[config.mk]
export PLATFORM = sky130hd
export DESIGN_NAME = rvCore
export DESIGN_NICKNAME = d
export VERILOG_FILES = /design/src/rvIsaPkg.sv /design/src/coreCtrlPkg.sv /design/src/instDecoder.sv /design/src/immGen.sv /design/src/regFile.sv /design/src/alu.sv /design/src/fetchUnit.sv /design/src/rvCore.sv
export SDC_FILE = /design/constraint.sdc
export NUM_CORES = 2
export LEC_CHECK = 0
export BUFFER_PORTS_ARGS = -buffer_cell sky130_fd_sc_hd__buf_4
export CAP_MARGIN = 15
export CORE_AREA = 2 2 415 417
export CTS_CLUSTER_SIZE = 16
export DETAILED_ROUTE_END_ITERATION = 7
export DIE_AREA = 0 0 417 419
export PLACE_DENSITY = 0.66
export SETUP_SLACK_MARGIN = 0.15
export SKIP_LAST_GASP = 1
export SLEW_MARGIN = 20
export SYNTH_ARGS = -nofsm -noshare
export SYNTH_HDL_FRONTEND = slang
export SYNTH_SLANG_ARGS = --single-unit
[constraint.sdc]
create_clock -name clk -period 10.7 [get_ports clk]
set_input_delay 2.14 -clock clk [delete_from_list [all_inputs] [get_ports clk]]
set_output_delay 2.14 -clock clk [all_outputs]
set_load 0.01 [all_outputs]
[src/rvIsaPkg.sv]
`default_nettype none

package rvIsaPkg;

  typedef logic [31:0] word_t;    // data, address or instruction
  typedef logic [4:0]  regIdx_t;
  typedef logic [6:0]  opcode_t;
  typedef logic [2:0]  funct3_t;

  localparam word_t RESET_PC = 32'h8000_0000;

  // ~~~~~~~~~~~~~~~~~~~~~~~~~~~~~~
  // major opcodes
  localparam opcode_t OP_LUI    = 7'b0110111;
  localparam opcode_t OP_AUIPC  = 7'b0010111;
  localparam opcode_t OP_JAL    = 7'b1101111;
  localparam opcode_t OP_JALR   = 7'b1100111;
  localparam opcode_t OP_BRANCH = 7'b1100011;
  localparam opcode_t OP_LOAD   = 7'b0000011;
  localparam opcode_t OP_STORE  = 7'b0100011;
  localparam opcode_t OP_OPIMM  = 7'b0010011;
  localparam opcode_t OP_OP     = 7'b0110011;
  localparam opcode_t OP_SYSTEM = 7'b1110011;

  // ~~~~~~~~~~~~~~~~~~~~~~~~~~~~~~
  // branch conditions
  localparam funct3_t F3_BEQ  = 3'b000;
  localparam funct3_t F3_BNE  = 3'b001;
  localparam funct3_t F3_BLT  = 3'b100;
  localparam funct3_t F3_BGE  = 3'b101;
  localparam funct3_t F3_BLTU = 3'b110;
  localparam funct3_t F3_BGEU = 3'b111;

  // arithmetic, shared by OP and OP-IMM
  localparam funct3_t F3_ADD  = 3'b000;
  localparam funct3_t F3_SLL  = 3'b001;
  localparam funct3_t F3_SLT  = 3'b010;
  localparam funct3_t F3_SLTU = 3'b011;
  localparam funct3_t F3_XOR  = 3'b100;
  localparam funct3_t F3_SR   = 3'b101;  // srl / sra by bit 30
  localparam funct3_t F3_OR   = 3'b110;
  localparam funct3_t F3_AND  = 3'b111;

  localparam funct3_t F3_W = 3'b010;       // only word loads and stores

  localparam word_t EBREAK_INST = 32'h0010_0073;

endpackage

`default_nettype wire

[src/coreCtrlPkg.sv]
`default_nettype none

package coreCtrlPkg;

  import rvIsaPkg::*;

  typedef logic [3:0] aluOp_t;
  typedef logic [2:0] immSel_t;
  typedef logic [1:0] wbSel_t;

  localparam aluOp_t ADD   = 4'd0;
  localparam aluOp_t SUB   = 4'd1;
  localparam aluOp_t SLL   = 4'd2;
  localparam aluOp_t SLT   = 4'd3;
  localparam aluOp_t SLTU  = 4'd4;
  localparam aluOp_t XOR   = 4'd5;
  localparam aluOp_t SRL   = 4'd6;
  localparam aluOp_t SRA   = 4'd7;
  localparam aluOp_t OR    = 4'd8;
  localparam aluOp_t AND   = 4'd9;
  localparam aluOp_t PASSB = 4'd10;  // lui

  localparam immSel_t IMM_I = 3'd0;
  localparam immSel_t IMM_S = 3'd1;
  localparam immSel_t IMM_B = 3'd2;
  localparam immSel_t IMM_U = 3'd3;
  localparam immSel_t IMM_J = 3'd4;

  localparam wbSel_t WB_ALU = 2'd0;
  localparam wbSel_t WB_MEM = 2'd1;
  localparam wbSel_t WB_PC4 = 2'd2;

  typedef struct packed {
    logic    regWrite;
    logic    memRead;
    logic    memWrite;
    logic    isBranch;
    logic    isJal;
    logic    isJalr;
    logic    aluASel;   // pc instead of rs1
    logic    aluBSel;   // imm instead of rs2
    aluOp_t  aluOp;
    immSel_t immSel;
    wbSel_t  wbSel;
    funct3_t funct3;
    logic    ebreak;
  } ctrl_t;

endpackage

`default_nettype wire

[src/instDecoder.sv]
`default_nettype none

module instDecoder
  import rvIsaPkg::*, coreCtrlPkg::*;
(
  input  word_t inst,
  output ctrl_t ctrl
);

  opcode_t opcode;
  funct3_t f3;
  logic    alt;  // bit 30 picks sub / sra

  assign opcode = inst[6:0];
  assign f3     = inst[14:12];
  assign alt    = inst[30];

  function automatic aluOp_t decodeAluOp(input funct3_t fn, input logic altBit,
                                         input logic isRegOp);
    aluOp_t op;
    case (fn)
      F3_ADD:  op = (isRegOp && altBit) ? SUB : ADD;  // no subi
      F3_SLL:  op = SLL;
      F3_SLT:  op = SLT;
      F3_SLTU: op = SLTU;
      F3_XOR:  op = XOR;
      F3_SR:   op = altBit ? SRA : SRL;
      F3_OR:   op = OR;
      F3_AND:  op = AND;
      default: op = ADD;
    endcase
    return op;
  endfunction

  always_comb begin
    ctrl = '0;  // unknown opcode falls through as a no-op
    case (opcode)
      OP_LUI: begin
        ctrl.regWrite = 1'b1;
        ctrl.aluBSel  = 1'b1;
        ctrl.aluOp    = PASSB;
        ctrl.immSel   = IMM_U;
      end
      OP_AUIPC: begin
        ctrl.regWrite = 1'b1;
        ctrl.aluASel  = 1'b1;
        ctrl.aluBSel  = 1'b1;
        ctrl.immSel   = IMM_U;
      end
      OP_JAL: begin
        ctrl.regWrite = 1'b1;
        ctrl.isJal    = 1'b1;
        ctrl.aluASel  = 1'b1;
        ctrl.aluBSel  = 1'b1;
        ctrl.immSel   = IMM_J;
        ctrl.wbSel    = WB_PC4;
      end
      OP_JALR: begin
        ctrl.regWrite = 1'b1;
        ctrl.isJalr   = 1'b1;
        ctrl.aluBSel  = 1'b1;
        ctrl.wbSel    = WB_PC4;
      end
      OP_BRANCH: begin
        ctrl.isBranch = 1'b1;
        ctrl.aluASel  = 1'b1;  // target = pc + imm
        ctrl.aluBSel  = 1'b1;
        ctrl.immSel   = IMM_B;
        ctrl.funct3   = f3;
      end
      OP_LOAD: begin
        if (f3 == F3_W) begin
          ctrl.regWrite = 1'b1;
          ctrl.memRead  = 1'b1;
          ctrl.aluBSel  = 1'b1;
          ctrl.wbSel    = WB_MEM;
        end
      end
      OP_STORE: begin
        if (f3 == F3_W) begin
          ctrl.memWrite = 1'b1;
          ctrl.aluBSel  = 1'b1;
          ctrl.immSel   = IMM_S;
        end
      end
      OP_OPIMM: begin
        ctrl.regWrite = 1'b1;
        ctrl.aluBSel  = 1'b1;
        ctrl.aluOp    = decodeAluOp(f3, alt, 1'b0);
      end
      OP_OP: begin
        ctrl.regWrite = 1'b1;
        ctrl.aluOp    = decodeAluOp(f3, alt, 1'b1);
      end
      OP_SYSTEM: ctrl.ebreak = (inst == EBREAK_INST);
      default: ;
    endcase
  end

endmodule

`default_nettype wire

[src/immGen.sv]
`default_nettype none

module immGen
  import rvIsaPkg::*, coreCtrlPkg::*;
(
  input  word_t   inst,
  input  immSel_t immSel,
  output word_t   imm
);

  logic sign;

  assign sign = inst[31];

  always_comb begin
    case (immSel)
      IMM_S:   imm = {{20{sign}}, inst[31:25], inst[11:7]};
      IMM_B: begin
        imm = {{19{sign}}, sign, inst[7], inst[30:25], inst[11:8], 1'b0};
      end
      IMM_U:   imm = {inst[31:12], 12'b0};
      IMM_J: begin
        imm = {{11{sign}}, sign, inst[19:12], inst[20], inst[30:21], 1'b0};
      end
      default: imm = {{20{sign}}, inst[31:20]};  // I format
    endcase
  end

endmodule

`default_nettype wire

[src/regFile.sv]
`default_nettype none

module regFile
  import rvIsaPkg::*;
(
  input  logic    clk,
  input  logic    rstN,
  input  regIdx_t raddr1,
  input  regIdx_t raddr2,
  output word_t   rdata1,
  output word_t   rdata2,
  input  regIdx_t waddr,
  input  word_t   wdata,
  input  logic    wen
);

  word_t regs [32];

  always_ff @(posedge clk or negedge rstN) begin
    if (!rstN) begin
      for (int i = 0; i < 32; i++) begin
        regs[i] <= '0;
      end
    end else if (wen && waddr != '0) begin  // x0 never written
      regs[waddr] <= wdata;
    end
  end

  assign rdata1 = regs[raddr1];
  assign rdata2 = regs[raddr2];

  // x0 stays zero across every write the core issues
  x0ReadsZero: assert property (@(posedge clk) disable iff (!rstN)
    (raddr1 == '0 |-> rdata1 == '0) and (raddr2 == '0 |-> rdata2 == '0));

endmodule

`default_nettype wire

[src/alu.sv]
`default_nettype none

module alu
  import rvIsaPkg::*, coreCtrlPkg::*;
(
  input  word_t   a,
  input  word_t   b,
  input  word_t   cmpA,     // rs1
  input  word_t   cmpB,     // rs2
  input  aluOp_t  aluOp,
  input  funct3_t funct3,
  output word_t   result,
  output logic    branchTaken
);

  logic [4:0] shamt;
  logic       eq, lt, ltu;

  assign shamt = b[4:0];

  always_comb begin
    case (aluOp)
      SUB:     result = a - b;
      SLL:     result = a << shamt;
      SLT:     result = {31'b0, $signed(a) < $signed(b)};
      SLTU:    result = {31'b0, a < b};
      XOR:     result = a ^ b;
      SRL:     result = a >> shamt;
      SRA:     result = $signed(a) >>> shamt;
      OR:      result = a | b;
      AND:     result = a & b;
      PASSB:   result = b;
      default: result = a + b;  // ADD, also address and target math
    endcase
  end

  // ~~~~~~~~~~~~~~~~~~~~~~~~~~~~~~
  // branch condition, independent of the adder
  assign eq  = (cmpA == cmpB);
  assign lt  = $signed(cmpA) < $signed(cmpB);
  assign ltu = cmpA < cmpB;

  always_comb begin
    case (funct3)
      F3_BEQ:  branchTaken = eq;
      F3_BNE:  branchTaken = !eq;
      F3_BLT:  branchTaken = lt;
      F3_BGE:  branchTaken = !lt;
      F3_BLTU: branchTaken = ltu;
      F3_BGEU: branchTaken = !ltu;
      default: branchTaken = 1'b0;
    endcase
  end

endmodule

`default_nettype wire

[src/fetchUnit.sv]
`default_nettype none

module fetchUnit
  import rvIsaPkg::*, coreCtrlPkg::*;
(
  input  logic  clk,
  input  logic  rstN,
  input  ctrl_t ctrl,
  input  logic  branchTaken,
  input  word_t target,
  output word_t pc,
  output word_t pcPlus4,
  output logic  halted
);

  word_t nextPc;

  assign pcPlus4 = pc + 32'd4;

  always_comb begin
    nextPc = pcPlus4;
    if (halted || ctrl.ebreak) begin
      nextPc = pc;                      // park on the ebreak
    end else if (ctrl.isJalr) begin
      nextPc = {target[31:1], 1'b0};
    end else if (ctrl.isJal || (ctrl.isBranch && branchTaken)) begin
      nextPc = target;
    end
  end

  always_ff @(posedge clk or negedge rstN) begin
    if (!rstN) begin
      pc     <= RESET_PC;
      halted <= 1'b0;
    end else begin
      pc     <= nextPc;
      halted <= halted | ctrl.ebreak;
    end
  end

  // jump and branch targets from the program must stay word aligned
  pcAligned: assert property (@(posedge clk) disable iff (!rstN) pc[1:0] == 2'b00);

endmodule

`default_nettype wire

[src/rvCore.sv]
`default_nettype none

module rvCore
  import rvIsaPkg::*, coreCtrlPkg::*;
(
  input  logic  clk,
  input  logic  rstN,
  input  word_t inst,
  input  word_t memRData,
  output word_t pc,
  output word_t memAddr,
  output word_t memWData,
  output logic  memWe,
  output logic  memRe,
  output logic  halted
);

  ctrl_t   ctrl;
  regIdx_t rs1, rs2, rd;
  word_t   rdata1, rdata2;
  word_t   imm;
  word_t   aluA, aluB, aluResult;
  word_t   pcPlus4;
  word_t   wbData;
  logic    branchTaken;
  logic    regWe;

  // ~~~~~~~~~~~~~~~~~~~~~~~~~~~~~~
  // decode
  assign rs1 = inst[19:15];
  assign rs2 = inst[24:20];
  assign rd  = inst[11:7];

  instDecoder u_decoder (
    .inst (inst),
    .ctrl (ctrl)
  );

  immGen u_immGen (
    .inst   (inst),
    .immSel (ctrl.immSel),
    .imm    (imm)
  );

  regFile u_regFile (
    .clk    (clk),
    .rstN   (rstN),
    .raddr1 (rs1),
    .raddr2 (rs2),
    .rdata1 (rdata1),
    .rdata2 (rdata2),
    .waddr  (rd),
    .wdata  (wbData),
    .wen    (regWe)
  );

  // ~~~~~~~~~~~~~~~~~~~~~~~~~~~~~~
  // execute
  assign aluA = ctrl.aluASel ? pc  : rdata1;
  assign aluB = ctrl.aluBSel ? imm : rdata2;

  alu u_alu (
    .a           (aluA),
    .b           (aluB),
    .cmpA        (rdata1),
    .cmpB        (rdata2),
    .aluOp       (ctrl.aluOp),
    .funct3      (ctrl.funct3),
    .result      (aluResult),
    .branchTaken (branchTaken)
  );

  fetchUnit u_fetch (
    .clk         (clk),
    .rstN        (rstN),
    .ctrl        (ctrl),
    .branchTaken (branchTaken),
    .target      (aluResult),
    .pc          (pc),
    .pcPlus4     (pcPlus4),
    .halted      (halted)
  );

  // ~~~~~~~~~~~~~~~~~~~~~~~~~~~~~~
  // memory and write-back
  assign memAddr  = aluResult;
  assign memWData = rdata2;
  assign memWe    = ctrl.memWrite & ~halted & rstN;  // no stray store while in reset
  assign memRe    = ctrl.memRead;

  always_comb begin
    case (ctrl.wbSel)
      WB_MEM:  wbData = memRData;
      WB_PC4:  wbData = pcPlus4;   // link
      default: wbData = aluResult;
    endcase
  end

  assign regWe = ctrl.regWrite & ~halted;

  memStrobesExclusive: assert property (@(posedge clk) disable iff (!rstN)
    !(memWe && memRe));

endmodule

`default_nettype wire

==> Word-level counts from Yosys, hierarchy flattened <==
Index checks and enable logic that the tools add are counted.
{ "word_totals": {"regBits": 1057, "latch_bits": 0, "mem_bits_rw": 0, "rom_bits": 0, "in_bits": 66, "word_cells": 154, "mem_count": 0} }
{ "op_classes": {"addsub": 3, "multipliers": 0, "div_mod_pow": 0, "n_lt_le_gt_ge": 8, "eq_ne": 40, "shift": 3, "mux": 38, "n_bitwise": 11, "n_reduce_logical": 17} }
{ "ops": {"columns": ["op", "n"], "rows": [
  ["bitwise mux 1024 bit", 1],
  ["binary-select mux 32 bit (select 5 bit)", 2],
  ["one-hot mux 32 bit (10 select lines)", 1],
  ["2-to-1 mux 32 bit", 9],
  ["demux 32 bit (select 5 bit)", 1],
  ["less-than comparator 32 bit", 4],
  ["one-hot mux 31 bit (4 select lines)", 1],
  ["one-hot mux 32 bit (2 select lines)", 1],
  ["one-hot mux 4 bit (8 select lines)", 2],
  ["adder 32 x 3 -> 32 bit (second input constant)", 1],
  ["adder 32 bit", 1],
  ["AND 32 bit", 1],
  ["== test 32 x 21 -> 1 bit (second input constant)", 1],
  ["== test 32 bit", 1],
  ["bitwise OR 32 bit", 1],
  ["<< shifter 32 x 5 -> 32 bit", 1],
  [">> shifter 32 x 5 -> 32 bit", 1],
  [">>> shifter 32 x 5 -> 32 bit", 1],
  ["subtractor 32 bit", 1],
  ["XOR 32 bit", 1],
  ["== test 7 bit (second input constant)", 4],
  ["== test 3 bit (second input constant)", 9],
  ["== test 7 x 6 -> 1 bit (second input constant)", 3],
  [">= comparator 6 bit (second input constant)", 3],
  ["31 further kinds", 68]
]} }

==> Depth between registers and ports, before layout <==
{ "depth": {"depth_word": 11, "ltp_mapped": 31, "mapped_depth_nobuf": 21} }

==> Cells and area by module <==
From an unflattened synthesis, not the netlist that was laid out.
{ "unflattened": {"hier_cells": 6604, "area_unflattened_um2": 70681.5} }
{ "modules_own_cells": {"columns": ["mod", "n_inst", "cells_per_inst", "area_each_um2", "seq_area_each_um2"], "rows": [
  ["regFile", 1, 4601, 55942.4, 25624.6],
  ["alu", 1, 1346, 9492.9, 0.0],
  ["fetchUnit", 1, 322, 2583.7, 827.0],
  ["rvCore", 1, 188, 1694.1, 0.0],
  ["immGen", 1, 90, 591.8, 0.0],
  ["instDecoder", 1, 57, 376.6, 0.0]
]} }

==> Worst setup path after synthesis <==
Ideal clock, no wire load.
{ "synth_path": {"kind": "in2out", "from": "input port inst[20]", "to": "output port memAddr[18]", "arrival_time_ps": 8690, "setup_slack_ps": -130, "cell_stages": 28, "path_buffers": 11, "cell_sequence": "buf_6 -> buf_6 -> buf_6 -> buf_6 -> buf_6 -> buf_6 -> buf_6 -> buf_6 -> buf_1 -> buf_2 -> mux4_2 -> mux4_2 -> mux2i_1 -> nor2_1 -> a31oi_1 -> ha_1 -> clkbuf_1 -> a21oi_1 -> o21bai_1 -> a2111oi_0 -> nor2_1 -> a221oi_1 -> nor2_1 -> a311o_1 -> xnor2_1 -> a221oi_1 -> o211ai_1 -> or2_2"} }
{ "synth_between": {"elab_chain_cells": 7, "elab_cells_between_ends": 15} }
{ "synth_lines": {"columns": ["element", "line_no", "rtl"], "rows": [
  ["from (decl)", "rvCore.sv:8", "input word_t inst,"],
  ["NOT 5 -> 6 bit (not written as such)", "regFile.sv:30", "assign rdata2 = regs[raddr2];"],
  ["binary-select mux 32 bit (select 5 bit)", "regFile.sv:30", null],
  ["2-to-1 mux 32 bit (not written as such) (2 in series)", "regFile.sv:30", null],
  ["2-to-1 mux 32 bit *", "rvCore.sv:60", "assign aluB = ctrl.aluBSel ? imm : rdata2;"],
  ["adder 32 bit, or another cell as far along", "alu.sv:33", "default: result = a + b;"],
  ["one-hot mux 32 bit (10 select lines) *", "alu.sv:22", "case (aluOp)"],
  ["to (decl)", "rvCore.sv:11", "output word_t memAddr,"]
]} }
Every way passes the cells marked *; elsewhere a longest branch is shown, timed or not. The select of a mux whose other input is x is not followed.

==> Worst setup path after layout <==
{ "layout_path": {"from": "input port inst[16]", "to": "output port memAddr[17]"} }
{ "layout_between": {"elab_chain_cells": 7, "elab_cells_between_ends": 16} }
{ "layout_lines": {"columns": ["element", "line_no", "rtl"], "rows": [
  ["NOT 5 -> 6 bit (not written as such)", "regFile.sv:29", "assign rdata1 = regs[raddr1];"],
  ["binary-select mux 32 bit (select 5 bit)", "regFile.sv:29", null],
  ["2-to-1 mux 32 bit (not written as such) (2 in series)", "regFile.sv:29", null],
  ["2-to-1 mux 32 bit", "rvCore.sv:59", "assign aluA = ctrl.aluASel ? pc : rdata1;"],
  ["adder 32 bit, or another cell as far along", "alu.sv:33", null],
  ["one-hot mux 32 bit (10 select lines) *", "alu.sv:22", null]
]} }
Marked as above.

==> results by group <==
Global routing
  • Initial antenna violation count: 14
  • Overflow left after global routing: 0
  • Total global routing track utilization: 0.310
  • Largest net degree at the start of global routing: 172
  • First-pass GRT wire length: 401000 um
  • Vias in the first global route: 56.5k

Route
  • WL/cell: 30.9 um
  • Vias per inst: 6.54
  • DR vias: 58.4k
  • Drt drc: 0
  • Final ANT Viol Nets: 0
  • Final WL: 276000 um
  • First DRT Iteration DRCs: 7730
  • DR pass1 iterations: 8

Worst setup path
  • Worst EP required: 8560 ps
  • Crit-path max FO: 31
  • Setup CP Type: input pin to output pin
  • Crit-path cells: buf_8 > buf_4 > mux2i_1 > a22oi_1 > a21oi_1 > nor4_1 > mux2_2 > ha_1 > nor2b_1 > o21ai_0 > a21oi_1 > a2111o_1 > a21oi_1 > buf_4 > nor3_1 > o21ai_0 > o22a_1 > a21oi_1 > or3_1 > buf_4
  • Most used cell, CP: a21oi_1
  • Crit end category: output pin
  • CP max stage delay: 1010 ps
  • CP max stage cell: nor4_1
  • WP data arrival: 8320 ps
  • Crit path launch type: input pin

CTS
  • Clk sinks: 1057
  • # hold bufs at CTS: 0
  • Root Buffer: clkbuf_16
  • Clk buf depth: 3
  • H-tree depth: 3
  • Clk pin slew, worst setup/hold paths: 60 ps
  • CTS buffer count: 107
  • Postcts setup bufs: 0
  • CTS tree: yes
  • Worst skew pair latency: 780 ps

Die
  • Die ar.: 0.175 sq mm
  • IO Pins: 165
  • Die width: 417 um
  • Chip height: 419 um
  • Initial Util: 0.397
  • Rows: 152
  • Core Area: 0.171 sq mm

Power
  • Power density cells: 150 mW/mm^2
  • Seq pwr share: 0.398
  • Clk pwr share: 0.364
  • Leakage: 33.3 nW
  • Peak supply drop: 135 uV
  • Logic pwr share: 0.238
  • Sw power: 3.73 mW
  • Switching share of total power: 0.331
  • Internal power: 7.54 mW

Synthesis
  • Adder-cell share of the synthesized area: 0.0250
  • Syn Inst Count: 6710
  • Largest family of logic cells by synthesized area: multiplexers
  • Mapped cell area: 0.0677 sq mm
  • Top cells by area, synth: dfrtp_1, mux4_2, mux2i_1
  • Sequential area share after synthesis: 0.391
  • Mux contribution to synthesized area: 0.229
  • Avg Synthesized Cell Area: 10.1 sq um
  • EDFF count, synth: 0
  • Top_reg_cell synth: dfrtp_1
  • Async SR Flop Fraction: 1.00
  • Commonest cells post-synth: nand2_1, dfrtp_1, o21ai_0
  • Syn nets: 6910
  • Synth top area share: 0.390
  • Yosys Warn Count: 0
  • Most numerous cell in the Yosys netlist: nand2_1
  • Synth Area in Simple Gates: 0.103
  • Number of synthesized register bits: 1057
  • Post-synth top area cell: dfrtp_1
  • Post-Synth XOR/XNOR Area: 0.00673
  • Complex-gate fraction of the synthesized area: 0.185
  • Distinct cells, synth: 113

Job
  • Max-cap viol count: 0

STA
  • Period minus WS final: 10460 ps
  • Final hold vios: 0
  • F_max: 95.6 MHz
  • Slew @ Worst Pin: 1250 ps
  • Final hold slack: 396 ps
  • Slew Viols, Final: 0
  • Final TNS setup: 0 ps
  • Final Cycle Share: 0.977
  • Worst clock skew: 45.1 ps
  • Unrepaired setup endpoints after global routing: yes
  • Slew margin rel.: 0.163
  • Final setup vio count: 0

Placed design
  • Port Buffers: 164
  • DP HPWL: 182000 um
  • Gp weighted congestion: 1.03

Layout
  • Final #Nets: 6795
  • Share of cells above drive strength 1: 0.206
  • Area Overhead vs Synth: 10.9%

Min path
  • Hold crit path type: flop to flop

Run status
  • Status: complete, no violations
kinds of logic after synthesis:
kind of cell             after synthesis
XOR/XNOR                              52
multiplexers                        1032
AND/OR/NAND/NOR                     1625
adder cells (fa/ha/maj)              134
AO/OA/AOI/OAI                       1990
buffers and inverters                820
flip-flops                          1057
power groups by stage:
stage / Combinational [mW] / Clock [mW] / Sequential, mW
floorplan: 1.60 / 0 / 4.44
global placement: 2.58 / 0 / 4.52
finish: 2.68 / 4.10 / 4.48
global route: 2.84 / 4.30 / 4.50
detailed placement: 2.60 / 0 / 4.54
CTS: 2.62 / 4.13 / 4.46
state kept, by name, indices dropped and copies added (netlist names):
name / count
u_regFile.regs: 1024
u_fetch.halted: 1
u_fetch.pc: 32
layout by cell type, fill, tap and decap left out, types with 167 or more instances in the layout:
master   instances
nand2_1       1068
a21oi_1        240
nor2_1         176
dfrtp_1       1056
mux2_2         167
mux4_2         383
buf_4          410
mux2i_1        473
o21ai_0        822
a22oi_1        181
critical path, delay by kind of cell:
| family | cells | cell delay, ps |
|---|---|---|
| AO/OA/AOI/OAI | 9 | 2200 |
| buffers and inverters | 4 | 1180 |
| multiplexers | 2 | 520 |
| AND/OR/NAND/NOR | 4 | 1740 |
| adder cells (fa/ha/maj) | 1 | 340 |
path summary, 6_finish.rpt:
path | startpoint | to | slack (ps) | depth (start not counted)
max | inst[16] | memAddr[17] | 240 | 20
max reg2reg | u_regFile.regs[383] | u_fetch.pc[9] | 3880 | 18
max in group asynchronous | rstN | u_regFile.regs[676] | 6250 | 4
min | u_regFile.regs[1020] | u_regFile.regs[1020] | 400 | 0
min reg2reg | u_regFile.regs[1020] | u_regFile.regs[1020] | 400 | 0
min in group asynchronous | rstN | u_regFile.regs[537] | 1330 | 1
final cells by class:
type / count / area (sq um)
fillers: 15900 / 95600
multi-input cells: 4833 / 37700
flip-flops and latches: 1057 / 26500
repair buffers: 442 / 3670
clock buffers: 149 / 3150
well taps: 2233 / 2790
clock inverters: 54 / 696
inverters: 154 / 581
diodes: 9 / 22.5
routing by layer:
layer / global-route usage / share of wire
met5: 0 / 0.00021
met4: 0.202 / 0.075
met3: 0.0723 / 0.10
met2: 0.475 / 0.44
met1: 0.394 / 0.38
metrics by stage:
step | instance area, sq um | total power, mW | worst slack (ps) | std cells | utilization
2_1_floorplan | 67700 | 6.04 | 244 | 6710 | -
5_1_grt | 75000 | 11.6 | 119 | 8928 | 0.440
4_1_cts | 74900 | 11.2 | 179 | 8920 | 0.439
6_report | 75000 | 11.3 | 244 | 8931 | 0.440
3_5_place_dp | 71100 | 7.14 | 57.3 | 8717 | 0.417
3_3_place_gp | 71000 | 7.11 | 163 | 8716 | 0.416
what timing repair did:
action	in CTS	in global routing
pin swaps	0	0
cloned	0	1
gates resized for setup	1	7
setup endpoints to repair	1	15
Note: power is estimated with default switching activity, not from simulation.
